<file path="src/source/credit_fifo_pkg.sv">
// Depth and width are fixed here; addr_width and count_width must be kept in step by hand
package credit_fifo_pkg;

  //--------------------------------------------------------------------------
  // Geometry
  //--------------------------------------------------------------------------

  // Number of RAM entries, which is also the credit the sender starts with
  localparam int fifo_depth = 4;

  // Width of one data word on every path through the link
  localparam int data_width = 8;

  // Address width of the flop RAM for the depth above
  localparam int addr_width = 2;

  // Occupancy, credit and pending counts must be able to hold fifo_depth itself
  localparam int count_width = 3;

  //--------------------------------------------------------------------------
  // Output stage
  //--------------------------------------------------------------------------

  // The pop register is either holding a word or waiting for one
  typedef enum logic {
    out_empty = 1'b0,
    out_full  = 1'b1
  } out_state_t;

endpackage : credit_fifo_pkg
</file>
<file path="src/source/credit_fifo_top.sv">
// Holds fifo_depth words in RAM plus one in the pop register; push to pop takes 2 cycles
`timescale 1ns/1ps

module credit_fifo_top (
  input  logic                                    clk,
  input  logic                                    rst,
  input  logic                                    src_valid,
  input  logic [credit_fifo_pkg::data_width-1:0]  src_data,
  output logic                                    src_ready,
  input  logic                                    credit_stall,
  input  logic                                    pop_ready,
  output logic                                    pop_valid,
  output logic [credit_fifo_pkg::data_width-1:0]  pop_data,
  output logic [credit_fifo_pkg::count_width-1:0] items,
  output logic                                    empty,
  output logic                                    full
);

  //--------------------------------------------------------------------------
  // Internal links
  //--------------------------------------------------------------------------

  // Sender and controller
  logic                                  push_valid;
  logic [credit_fifo_pkg::data_width-1:0] push_data;
  logic                                  push_credit;

  // Controller and RAM
  logic                                  ram_wr_valid;
  logic [credit_fifo_pkg::addr_width-1:0] ram_wr_addr;
  logic [credit_fifo_pkg::data_width-1:0] ram_wr_data;
  logic [credit_fifo_pkg::addr_width-1:0] ram_rd_addr;
  logic [credit_fifo_pkg::data_width-1:0] ram_rd_data;

  // Controller and output stage
  logic                                  stage_load;
  logic [credit_fifo_pkg::data_width-1:0] stage_data;
  logic                                  stage_ready;

  //--------------------------------------------------------------------------
  // Pipeline
  //--------------------------------------------------------------------------

  credit_sender u_sender (
    .clk, .rst, .src_valid, .src_data, .push_credit, .src_ready, .push_valid, .push_data
  );

  fifo_ctrl_credit u_ctrl (
    .clk, .rst, .push_valid, .push_data, .credit_stall, .stage_ready, .ram_rd_data,
    .push_credit, .ram_wr_valid, .ram_wr_addr, .ram_wr_data, .ram_rd_addr,
    .stage_load, .stage_data, .items, .empty, .full
  );

  fifo_flop_ram u_ram (
    .clk, .ram_wr_valid, .ram_wr_addr, .ram_wr_data, .ram_rd_addr, .ram_rd_data
  );

  pop_output_stage u_pop (
    .clk, .rst, .stage_load, .stage_data, .pop_ready, .stage_ready, .pop_valid, .pop_data
  );

endmodule : credit_fifo_top

</file>
<file path="src/source/pop_output_stage.sv">
// One-entry register; stage_ready depends combinationally on pop_ready for full-rate flow
`timescale 1ns/1ps

module pop_output_stage (
  input  logic                                  clk,
  input  logic                                  rst,
  input  logic                                  stage_load,
  input  logic [credit_fifo_pkg::data_width-1:0] stage_data,
  input  logic                                  pop_ready,
  output logic                                  stage_ready,
  output logic                                  pop_valid,
  output logic [credit_fifo_pkg::data_width-1:0] pop_data
);

  credit_fifo_pkg::out_state_t state;

  // Holds the word presented on the pop side
  logic [credit_fifo_pkg::data_width-1:0] data_q;

  //--------------------------------------------------------------------------
  // Handshake
  //--------------------------------------------------------------------------

  assign pop_valid = (state == credit_fifo_pkg::out_full);
  assign pop_data  = data_q;

  // A new word fits if the register is free or its word leaves this cycle
  assign stage_ready = (state == credit_fifo_pkg::out_empty) || pop_ready;

  //--------------------------------------------------------------------------
  // State and data
  //--------------------------------------------------------------------------

  // A load wins over a pop, which covers the back-to-back case
  always_ff @(posedge clk) begin
    if (rst) begin
      state <= credit_fifo_pkg::out_empty;
    end else if (stage_load) begin
      state <= credit_fifo_pkg::out_full;
    end else if (pop_valid && pop_ready) begin
      state <= credit_fifo_pkg::out_empty;
    end
  end

  always_ff @(posedge clk) begin
    if (stage_load) begin
      data_q <= stage_data;
    end
  end

endmodule : pop_output_stage

</file>
<file path="src/source/fifo_flop_ram.sv">
// Cells have no reset and the read is combinational; the controller never reads a written slot
`timescale 1ns/1ps

module fifo_flop_ram (
  input  logic                                   clk,
  input  logic                                   ram_wr_valid,
  input  logic [credit_fifo_pkg::addr_width-1:0] ram_wr_addr,
  input  logic [credit_fifo_pkg::data_width-1:0] ram_wr_data,
  input  logic [credit_fifo_pkg::addr_width-1:0] ram_rd_addr,
  output logic [credit_fifo_pkg::data_width-1:0] ram_rd_data
);

  //--------------------------------------------------------------------------
  // Storage
  //--------------------------------------------------------------------------

  // One register per FIFO entry
  logic [credit_fifo_pkg::data_width-1:0] mem [credit_fifo_pkg::fifo_depth];

  // Write port, a single slot updated at the clock edge
  always_ff @(posedge clk) begin
    if (ram_wr_valid) begin
      mem[ram_wr_addr] <= ram_wr_data;
    end
  end

  //--------------------------------------------------------------------------
  // Read port
  //--------------------------------------------------------------------------

  // Read data follows the address within the same cycle.
  // The controller samples it at the edge where it loads the output stage
  assign ram_rd_data = mem[ram_rd_addr];

endmodule : fifo_flop_ram

</file>
<file path="src/source/fifo_ctrl_credit.sv">
// No bypass path: a push is seen by the output stage one cycle later; credit return is one cycle
`timescale 1ns/1ps

module fifo_ctrl_credit (
  input  logic                                    clk,
  input  logic                                    rst,
  input  logic                                    push_valid,
  input  logic [credit_fifo_pkg::data_width-1:0]  push_data,
  input  logic                                    credit_stall,
  input  logic                                    stage_ready,
  input  logic [credit_fifo_pkg::data_width-1:0]  ram_rd_data,
  output logic                                    push_credit,
  output logic                                    ram_wr_valid,
  output logic [credit_fifo_pkg::addr_width-1:0]  ram_wr_addr,
  output logic [credit_fifo_pkg::data_width-1:0]  ram_wr_data,
  output logic [credit_fifo_pkg::addr_width-1:0]  ram_rd_addr,
  output logic                                    stage_load,
  output logic [credit_fifo_pkg::data_width-1:0]  stage_data,
  output logic [credit_fifo_pkg::count_width-1:0] items,
  output logic                                    empty,
  output logic                                    full
);

  // Head and tail of the ring inside the flop RAM
  logic [credit_fifo_pkg::addr_width-1:0] wr_ptr;
  logic [credit_fifo_pkg::addr_width-1:0] rd_ptr;

  // Credits that left the RAM while the stall was raised
  logic [credit_fifo_pkg::count_width-1:0] pending;

  // Next value of the registered credit pulse
  logic credit_next;

  //--------------------------------------------------------------------------
  // RAM write side
  //--------------------------------------------------------------------------

  // Every push goes straight into the slot under the write pointer.
  // The sender never pushes without a credit, so a push never meets a full RAM
  assign ram_wr_valid = push_valid;
  assign ram_wr_addr  = wr_ptr;
  assign ram_wr_data  = push_data;

  always_ff @(posedge clk) begin
    if (rst) begin
      wr_ptr <= '0;
    end else if (push_valid) begin
      // Wrap explicitly so the ring is correct for any depth, not only powers of two
      if (int'(wr_ptr) == credit_fifo_pkg::fifo_depth - 1) begin
        wr_ptr <= '0;
      end else begin
        wr_ptr <= wr_ptr + 1'b1;
      end
    end
  end

  //--------------------------------------------------------------------------
  // RAM read side and output stage feed
  //--------------------------------------------------------------------------

  // The oldest word is always sitting at the read pointer
  assign ram_rd_addr = rd_ptr;
  assign stage_data  = ram_rd_data;

  // Move a word whenever one is stored and the pop register can take it
  assign stage_load = (items != '0) && stage_ready;

  always_ff @(posedge clk) begin
    if (rst) begin
      rd_ptr <= '0;
    end else if (stage_load) begin
      if (int'(rd_ptr) == credit_fifo_pkg::fifo_depth - 1) begin
        rd_ptr <= '0;
      end else begin
        rd_ptr <= rd_ptr + 1'b1;
      end
    end
  end

  //--------------------------------------------------------------------------
  // Occupancy
  //--------------------------------------------------------------------------

  // Counts words in the RAM only, the word in the output stage is not included
  always_ff @(posedge clk) begin
    if (rst) begin
      items <= '0;
    end else begin
      case ({push_valid, stage_load})
        2'b10:   items <= items + 1'b1;
        2'b01:   items <= items - 1'b1;
        default: items <= items;
      endcase
    end
  end

  assign empty = (items == '0);
  assign full  = (int'(items) == credit_fifo_pkg::fifo_depth);

  //--------------------------------------------------------------------------
  // Credit return
  //--------------------------------------------------------------------------

  // A credit goes out whenever the stall is low and one is owed,
  // either from this cycle's read or from the pending count
  assign credit_next = !credit_stall && (stage_load || (pending != '0));

  // Pending grows by the read and shrinks by the released pulse.
  // A read and a release in the same cycle leave it unchanged
  always_ff @(posedge clk) begin
    if (rst) begin
      pending     <= '0;
      push_credit <= 1'b0;
    end else begin
      push_credit <= credit_next;
      case ({stage_load, credit_next})
        2'b10:   pending <= pending + 1'b1;
        2'b01:   pending <= pending - 1'b1;
        default: pending <= pending;
      endcase
    end
  end

endmodule : fifo_ctrl_credit

</file>
<file path="src/source/credit_sender.sv">
// Starts with fifo_depth credits after reset; at most one push and one credit per cycle
`timescale 1ns/1ps

module credit_sender (
  input  logic                                  clk,
  input  logic                                  rst,
  input  logic                                  src_valid,
  input  logic [credit_fifo_pkg::data_width-1:0] src_data,
  input  logic                                  push_credit,
  output logic                                  src_ready,
  output logic                                  push_valid,
  output logic [credit_fifo_pkg::data_width-1:0] push_data
);

  // Credits currently held by the source side
  logic [credit_fifo_pkg::count_width-1:0] credit_count;

  //--------------------------------------------------------------------------
  // Push gating
  //--------------------------------------------------------------------------

  // The source may only hand over a word while one credit is left to spend
  assign src_ready = (credit_count != '0);

  // A push is the taken source word, so it is purely combinational
  assign push_valid = src_valid && src_ready;

  // Data rides along with the push strobe unchanged
  assign push_data = src_data;

  //--------------------------------------------------------------------------
  // Credit counter
  //--------------------------------------------------------------------------

  // Each push spends a credit and each returned pulse gives one back.
  // When both land in the same cycle the count stays where it is
  always_ff @(posedge clk) begin
    if (rst) begin
      credit_count <= credit_fifo_pkg::count_width'(credit_fifo_pkg::fifo_depth);
    end else begin
      case ({push_valid, push_credit})
        2'b10: begin
          credit_count <= credit_count - 1'b1;
        end
        2'b01: begin
          credit_count <= credit_count + 1'b1;
        end
        default: begin
          credit_count <= credit_count;
        end
      endcase
    end
  end

endmodule : credit_sender

</file>
<file path="config.mk">
export PLATFORM = sky130hd
export DESIGN_NAME = credit_fifo_top
export DESIGN_NICKNAME = d
export VERILOG_FILES = /design/src/source/credit_fifo_pkg.sv /design/src/source/credit_fifo_top.sv /design/src/source/pop_output_stage.sv /design/src/source/fifo_flop_ram.sv /design/src/source/fifo_ctrl_credit.sv /design/src/source/credit_sender.sv
export SDC_FILE = /design/constraint.sdc
export NUM_CORES = 1
export LEC_CHECK = 0
export BUFFER_PORTS_ARGS = -buffer_cell sky130_fd_sc_hd__clkbuf_2
export CORE_ASPECT_RATIO = 0.8
export CORE_MARGIN = 4
export CORE_UTILIZATION = 40
export CTS_CLUSTER_DIAMETER = 50
export DETAILED_ROUTE_END_ITERATION = 7
export PLACE_DENSITY_LB_ADDON = 0.1
export SYNTH_ARGS = -nofsm -noshare
export SYNTH_HDL_FRONTEND = slang
export SYNTH_HIERARCHICAL = 1
export SYNTH_SLANG_ARGS = --single-unit
</file>
<file path="constraint.sdc">
create_clock -name clk -period 4.6 [get_ports clk]
set_clock_uncertainty 0.05 [all_clocks]
set_input_delay 0.46 -clock clk [delete_from_list [all_inputs] [get_ports clk]]
set_output_delay 0.46 -clock clk [all_outputs]
set_load 0.01 [all_outputs]
</file>
## Word-level counts from Yosys, hierarchy flattened

Memory sizes are Yosys's and may differ from the RTL's. A register that Yosys moved wholly into a read port is not among the register bits.
Index checks and enable logic that the tools add are counted.

| cells by class | value |
|---|---|
| mux-type cells | 9 |
| reduce and logical (&&, ||, !) cells | 15 |
| eq/ne operators | 9 |
| bitwise gates (word level) | 1 |
| add/subtract/negate cells | 8 |

Operators by type and width:

| cell | count |
|---|---|
| 3-bit one-hot mux with 2 select lines | 3 |
| 2-bit by 1-bit == test with 1-bit output (second input constant) | 5 |
| 3-bit by 1-bit adder with 3-bit output (second input constant) | 3 |
| 3-bit nonzero test | 3 |
| 3-bit by 1-bit subtractor with 3-bit output (second input constant) | 3 |
| 2-bit nonzero test | 4 |
| 2-bit == test (second input constant) | 3 |
| 2-bit by 1-bit adder with 2-bit output (second input constant) | 2 |
| 1-bit logical AND | 4 |
| 1-bit two-way mux | 4 |
| 2-bit two-way mux | 2 |
| 3-bit == test (second input constant) | 1 |
| 3-bit logical NOT | 1 |
| 1-bit logical OR | 2 |
| 1-bit logical NOT | 1 |
| 1-bit inverter | 1 |

| storage, ports and cells | value |
|---|---|
| memories | 1 |
| memory bits (writable) | 32 |
| logic and storage cells | 50 |
| input bits | 13 |
| register bits | 15 |
| output and inout bits | 15 |

Memories:

| memory | words | width | rd ports | clocked after memory_dff | wr ports | line | text |
|---|---|---|---|---|---|---|---|
| u_ram.mem | 4 | 8 | 1 | 1 | 1 | fifo_flop_ram.sv:18 | `logic [credit_fifo_pkg::data_width-1:0] mem [credit_fifo_pkg::fifo_depth];` |

## Depth between registers and ports, before layout

Gate-level depths: netlist of run 1.

| depth | value |
|---|---|
| depth in word-level cells | 7 |
| depth in mapped cells | 10 |
| gate-level depth less buffers | 10 |

## Hierarchy

Netlist of run 1, hierarchy kept.

Modules (own cells, without submodules):

| module | cells each | instances | seq. area each (µm²) | area an instance (µm²) |
|---|---|---|---|---|
| fifo_flop_ram | 46 | 1 | 960.9 | 1188.6 |
| fifo_ctrl_credit | 74 | 1 | 220.2 | 673.1 |
| pop_output_stage | 12 | 1 | 260.2 | 286.5 |
| credit_sender | 25 | 1 | 60.1 | 224.0 |

## Worst setup path before layout of run 1

Ideal clock, no wire load.

| timing | value |
|---|---|
| path kind | reg-to-reg |
| start point | register u_ctrl/items[2] (netlist name) |
| end point | register u_ctrl/pending[2] (netlist name) |
| setup slack | 2.243 ns |
| setup time | 0.070 ns |
| clock period less this slack | 2.357 ns |
| cell stages (with the launch flop) | 9 |
| path buffers | 0 |
| required time | 4.480 ns |
| arrival | 2.237 ns |
| path through | dfxtp_1 o31a_4 nor4_1 nor2_1 ha_1 fa_1 xnor2_1 or3_1 a21oi_1 |

| on the way | value |
|---|---|
| word-level cells in the longest chain between the ends | 6 |
| elaborated cells on any way between the ends | 8 |
| classes of those cells | eq/ne (2); mux (1); reduce/logical (5) |

RTL lines:

| what | line | text |
|---|---|---|
| from (decl) | fifo_ctrl_credit.sv:19 | `output logic [credit_fifo_pkg::count_width-1:0] items,` |
| from (signal assigned) | fifo_ctrl_credit.sv:90 | `2'b10: items <= items + 1'b1;` |
| from (signal assigned) | fifo_ctrl_credit.sv:91 | `2'b01: items <= items - 1'b1;` |
| from (signal assigned) | fifo_ctrl_credit.sv:92 | `default: items <= items;` |
| 3-bit nonzero test (*) | fifo_ctrl_credit.sv:66 | `assign stage_load = (items != '0) && stage_ready;` |
| 1-bit logical AND (*) | fifo_ctrl_credit.sv:66 |  |
| via stage_load | credit_fifo_top.sv:36 | `logic stage_load;` |
| 1-bit logical OR (*) | fifo_ctrl_credit.sv:106 | `assign credit_next = !credit_stall && (stage_load \|\| (pending != '0));` |
| 1-bit logical AND (*) | fifo_ctrl_credit.sv:106 |  |
| via u_ctrl.credit_next | fifo_ctrl_credit.sv:32 | `logic credit_next;` |
| 2-bit by 1-bit == test with 1-bit output / 2-bit == test (equally long branches) | fifo_ctrl_credit.sv:116 | `case ({stage_load, credit_next})` |
| 3-bit one-hot mux with 2 select lines / 2-bit nonzero test (equally long branches) | - |  |
| to (signal assigned) | fifo_ctrl_credit.sv:117 | `2'b10: pending <= pending + 1'b1;` |
| to (signal assigned) | fifo_ctrl_credit.sv:118 | `2'b01: pending <= pending - 1'b1;` |
| to (signal assigned) | fifo_ctrl_credit.sv:119 | `default: pending <= pending;` |
| to (decl) | fifo_ctrl_credit.sv:29 | `logic [credit_fifo_pkg::count_width-1:0] pending;` |

Mark *: on every way through the listed nets, which the timed path passes. The rest lies on a longest branch.
A chain may end at the register's enable or synchronous reset.

## Worst setup path in the final report of run 1

Ends and elaborated chain as after synthesis.

==> results of run 1 <==
==> report_power, final <==
group | switching [mW] | internal (mW) | leakage (nW)
Combinational | 0.239 | 0.227 | 0.390
Sequential | 0.0918 | 0.667 | 0.493
Clock | 0.149 | 0.106 | 0.0418
Total | 0.479 | 1.00 | 0.925
==> final cells by class <==
class | instances | area share
Timing Repair Buffer | 27 | 0.0543
Sequential cell | 55 | 0.604
Inverter | 8 | 0.0131
Tap cell | 78 | 0.0392
Multi-Input combinational cell | 66 | 0.254
Clock inverter | 3 | 0.00805
Clock buffer | 5 | 0.0277
==> cells by family (layout without fill, tap and decap cells) <==
group                    after synthesis  count (layout)  synth area share
adder cells (fa/ha/maj)                8               8            0.0517
multiplexers                          11              11            0.0886
flip-flops                            55              55             0.633
buffers and inverters                 36              43             0.103
XOR/XNOR                               6               6            0.0222
AND/OR/NAND/NOR                       30              30            0.0701
AO/OA/AOI/OAI                         11              11            0.0316
==> how the worst max path moves through the flow <==
stage,endpoint,start,slack [ns],cells after the start
2_1_floorplan,u_ctrl/pending[2],u_ctrl/items[2],2.24,8
3_3_place_gp,u_ctrl/pending[2],pop_ready,2.14,10
3_5_place_dp,u_ctrl/pending[2],pop_ready,2.04,10
4_1_cts,u_ctrl/pending[2],u_ctrl/items[2],2.08,8
5_1_grt,u_ctrl/pending[2],u_ctrl/items[2],1.91,8
6_report,u_ctrl/pending[2],u_ctrl/items[2],2.09,8
==> registers in the layout, summed over array words and instances, names as in the netlist <==
| signal | cells |
|---|---|
| u_pop/pop_data | 8 |
| u_ram/mem | 32 |
| u_ctrl/pending | 3 |
| u_pop/pop_valid | 1 |
| u_ctrl/items | 3 |
| u_ctrl/ram_rd_addr | 2 |
| u_ctrl/push_credit | 1 |
| u_ctrl/ram_wr_addr | 2 |
| u_sender/credit_count | 3 |
==> Yosys cell counts (2+ instances only) <==
master,count,area (µm²)
nor2_1,10,37.5
mux2i_1,3,30.0
dfxtp_1,15,300
buf_4,26,195
mux4_2,8,180
inv_1,7,26.3
and3b_1,2,17.5
or3_1,4,25.0
xor2_1,5,43.8
ha_1,5,62.6
a21oi_1,5,25.0
nor3_1,3,15.0
nor3b_1,2,15.0
a21oi_2,2,17.5
fa_1,3,60.1
edfxtp_1,40,1200
nand2_1,4,15.0
and3_1,2,12.5
o21ai_0,2,10.0
==> metrics by stage <==
stage	setup slack (ns)	hold WS (ns)
floorplan	2.24	0.402
global placement	2.14	0.421
detailed placement	2.04	0.441
CTS	2.08	0.286
global route	1.91	0.292
finish	2.09	0.292
==> cells in the final DEF (no fill, tap or decap), drive strengths merged <==
cell type  Yosys  final
a21oi          7      7
and3           2      2
and3b          2      2
clkbuf         1     32
clkinv         0      2
clkinvlp       0      1
dfxtp         15     15
edfxtp        40     40
fa             3      3
ha             5      5
inv            8      8
mux2i          3      3
mux4           8      8
nand2          4      4
nand2b         1      1
nor2          10     10
nor3           3      3
nor3b          2      2
nor4           1      1
o21ai          3      3
o31a           1      1
or3            4      4
or3b           1      1
xnor2          1      1
xor2           5      5
==> layer usage <==
metal | track usage | part of all wire | up-vias
met1 | 0.154 | 0.48 | 559
li1 | - | - | 554
met3 | 0.0313 | 0.035 | 2
met5 | 0 | 0 | -
met2 | 0.168 | 0.48 | 16
met4 | 0.0303 | 0.0033 | 0
==> out/metrics.yaml, run 1 <==
portBuffers: 27
syn_to_final_growth_pct: 4.85
antenna_cells: 0
worst_pin_slew_ns: 0.780
synth-async-reset-ratio: 0
dp_hpwl_um: 2510
dp.cells: 234
wl_per_cell_um: 14.9
rr_worst_depth: 8
overflow: 0
gp_congestion: 0.664
cts.htree.levels: 2
start_util: 0.425
crit_chain: "o31a_4 > nor4_1 > nor2_1 > ha_1 > fa_1 > xnor2_1 > or3_1 > a21oi_1"
critPathCaptureType: "flop"
final_area_mm2: 0.00249
hold_start: "credit_stall"
grt_pass1_wl_um: 6080
final_nets: 184
grt_max_degree: 18
cts_made_buffers: 5
leakagePower_nw: 0.925
cts_tree: "done"
cp.buffers_inverters: 0
hp-class: "in -> reg"
ff2ff_setup_slack_ns: 2.09
worstPathRequired_ns: 4.78
syn_area_mm2: 0.00237
synth_cell_type_count: 28
drtPass1Iterations: 4
period_minus_slack_ns: 2.51
fin_crit_sh: 0.545
die_y_um: 76.9
cts_setup_buffers: 0
insertion_delay_ns: 0.30
antenna_found_initial: 0
clkTransAtPathRegs_ns: 0.09
vdd_ir_drop_max_v: 0.000156
core_area_mm2: 0.00559
seqCellArea_mm2: 0.00150
fillers: 530
timing.rr.end: "u_ctrl/pending[2]"
crit-reg2reg-launch: "u_ctrl/items[2]"
wirelength_um: 3590
cp_slowest_cell: "o31a_4"
vias: 1131
yosysWarningCount: 6
synth_nets: 178
powerDensity_mw_per_mm2: 595
cts.sinks: 55
final_cells: 242
rsz0062_at_grt: "no"
die_w_um: 94.1
multi_input_area_um2: 632
detail-route-antenna-nets: 0
total_power_mw: 1.48
grt_pass1_vias: 1198
ioPinCount: 28
max_slew_margin: 0.478
dieArea_mm2: 0.00723
ys_seq_area_frac: 0.633
min_to: "u_ctrl/push_credit"
status: "finished clean"
path_class: "reg -> reg"
worstPathArrival_ns: 2.69
grt_usage: 0.110
row_count: 24
synthCells: 157
drtIter0Drc: 49
synth-edff-count: 40
remaining_drc_errors: 0
cts_resized: 0
ys_ff_latch: 55
cp_top_family: "simple AND/OR/NAND/NOR gates"
tns_ns: 0
max_freq_ghz: 0.399
cts-root-buf: "clkbuf_8"
cp_max_fo: 13
crit_path_start_kind: "flop"
maxCapViolations: 0
max_stage_delay_ns: 0.46
synth_ff_type: "edfxtp_1"
place_area_mm2: 0.00240
final_max_slew_viol_count: 0
finalHoldViolCount: 0
vias_per_cell: 4.67
synth.avg_cell_area_um2: 15.1
cts_buffer_depth: 2
setup_viol: 0
post-route-util: 0.445
holdBufCountCts: 0
holdPathStages: 2
drive_gt1_frac: 0.293
(Power assumes the default switching activity.)
==> run 2, diff against run 1 <==
--- a/config.mk
+++ b/config.mk
@@ -5,6 +5,7 @@
 export SDC_FILE = /design/constraint.sdc
 export NUM_CORES = 1
 export LEC_CHECK = 0
+export ABC_AREA = 1
 export BUFFER_PORTS_ARGS = -buffer_cell sky130_fd_sc_hd__clkbuf_2
 export CORE_ASPECT_RATIO = 0.8
 export CORE_MARGIN = 4
==> constraint.sdc (replaced) <==
create_clock -name clk -period 2.4 [get_ports clk]
set_clock_uncertainty 0.05 [all_clocks]
set_input_delay 0.24 -clock clk [delete_from_list [all_inputs] [get_ports clk]]
set_output_delay 0.24 -clock clk [all_outputs]
set_load 0.01 [all_outputs]
==> run 2 against run 1 <==
Against the previous run: count of clock-buffer cells in the layout is the same; clock power grew 140%; non-clock buffer count grew 7; flip-flop and latch count is the same; synthesized area grew 11%.
==> out/metrics.yaml, run 2 <==
status: "finished clean"
cts_setup_buffers: 0
cts_made_buffers: 5
crit_path_end: "u_ctrl/pending[2]"
synthSimpleGateAreaFrac: 0.177
worstPathRequired_ns: 2.55
max_freq_ghz: 0.490
grt_pass1_wl_um: 7110
largest_reg_flops: 32
rr_worst_depth: 11
portBuffers: 27
gp_congestion: 0.690
worst_pin_slew_ns: 0.463
synth_compound_area_frac: 0.0356
cts.htree.levels: 2
insertion_delay_ns: 0.30
ys_top_cells_by_count: "54 x inv_1, 49 x nand2_1, 40 x edfxtp_1"
synth_cell_type_count: 23
cts-root-buf: "clkbuf_8"
antenna_found_initial: 0
grt_max_degree: 21
leakagePower_nw: 1.33
final_common_cell: "inv_1"
crit-reg2reg-launch: "u_ctrl/items[0]"
hp-class: "in -> reg"
mostFrequentLayoutCells: "54 x inv_1, 49 x nand2_1, 40 x edfxtp_1"
synth.avg_cell_area_um2: 9.69
setup_viol: 0
grtUsageMet3: 0.0295
syn_area_mm2: 0.00264
grt_usage: 0.115
row_count: 26
synth_area_leaders: "edfxtp_1 46%, dfxtp_1 11%, inv_1 7.7%"
die_w_um: 98.7
crit_path_start_kind: "flop"
synth_area_leader_cell: "edfxtp_1"
largest-register: "u_ram/mem"
ff2ff_setup_slack_ns: 0.36
core_area_mm2: 0.00638
synth_most_common_cell: "inv_1"
clkTransAtPathRegs_ns: 0.10
remaining_drc_errors: 0
synth_fa_ha_area_frac: 0.0465
grt.met2_usage: 0.184
dieArea_mm2: 0.00796
post-route-util: 0.443
drive_gt1_frac: 0.207
rsz0062_at_grt: "no"
synth_nets: 293
final_max_slew_viol_count: 0
tns_ns: 0
detail-route-antenna-nets: 0
max_slew_margin: 0.691
cts_buffer_depth: 2
ioPinCount: 28
holdBufCountCts: 0
synth_ff_type: "edfxtp_1"
powerDensity_mw_per_mm2: 1120
ys_seq_area_frac: 0.570
wirelength_um: 4220
timing.rr.end: "u_ctrl/pending[2]"
drtIter0Drc: 36
synth-async-reset-ratio: 0
cp_max_fo: 6
dp_hpwl_um: 3020
vias_per_cell: 4.21
gr-max-usage-layer: "met2"
startpoint: "u_ctrl/items[0]"
die_y_um: 80.6
grt_pass1_vias: 1462
cts_tree: "done"
maxCapViolations: 0
antenna_cells: 0
synth-xor-area-share: 0
ys_ff_latch: 55
final_nets: 305
synth_mux_area_frac: 0
grt_use_met1: 0.154
cts.sinks: 55
synthCells: 272
start_util: 0.413
path_class: "reg -> reg"
synth_top_family_by_area: "simple AND/OR/NAND/NOR gates"
yosysTopAreaCellShare: 0.456
critPathCaptureType: "flop"
drtPass1Iterations: 4
syn_to_final_growth_pct: 7.08
vdd_ir_drop_max_v: 0.000382
overflow: 0
fin_crit_sh: 0.851
vias: 1552
wl_per_cell_um: 11.4
finalHoldViolCount: 0
cts_resized: 0
period_minus_slack_ns: 2.04
synth-edff-count: 40
worstPathArrival_ns: 2.19
yosysWarningCount: 6
run 2: report_power, final:
group	switching (mW)	internal [mW]	leakage [nW]
combinational	0.714	0.425	0.776
clock	0.298	0.316	0.0587
sequential	0.121	1.29	0.495
run 2: worst min path at each step:
stage,start,slack (ns),cells past startpoint,endpoint
floorplan,rst,0.25,1,u_pop/pop_valid
global placement,src_data[2],0.42,1,u_ram/mem[3][2]
detailed placement,src_data[0],0.42,1,u_ram/mem[3][0]
CTS,src_data[0],0.09,1,u_ram/mem[3][0]
global route,src_data[0],0.09,1,u_ram/mem[3][0]
finish,src_data[0],0.10,1,u_ram/mem[3][0]
run 2: final cells by class:
cell class                 count  area (µm²)
inverter                      60         228
fill                         655        3550
clock inverter                 3        47.5
sequential                    55        1500
multi-input combinational    128         683
tap                           84         105
timing repair buffer          34         188
clock buffer                   5        68.8
run 2: critical path, stage by stage, from the launching register on:
cell     delay, ns
dfxtp_1       0.35
nor2_2        0.15
nand2_4       0.10
nand2_4       0.08
nand2_2       0.05
nand2_2       0.07
inv_1         0.04
ha_1          0.21
fa_1          0.39
or2_1         0.24
a21oi_1       0.16
nor2_1        0.06
run 2: per-stage QoR:
stage	cell area (µm²)	power [mW]	instances	setup slack [ns]	hold slack, ns
6_report	2820	3.16	369	0.358	0.101
5_1_grt	2820	3.42	369	0.192	0.0939
4_1_cts	2820	3.21	369	0.361	0.0906
3_5_place_dp	2710	2.59	361	0.384	0.418
3_3_place_gp	2710	2.59	361	0.456	0.419
2_1_floorplan	2640	2.39	272	0.473	0.252
run 2: kinds of logic (layout without fill, tap and decap cells):
family	after synthesis	in the layout
AO/OA/AOI/OAI	18	18
adder cells (fa/ha/maj)	8	8
buffers and inverters	89	102
flip-flops	55	55
AND/OR/NAND/NOR	102	102
run 2: routing by layer:
metal	vias to the layer above	routed length (µm)
li1	856	-
met1	674	2130
met2	18	1910
met3	4	132
met4	0	42
met5	-	0
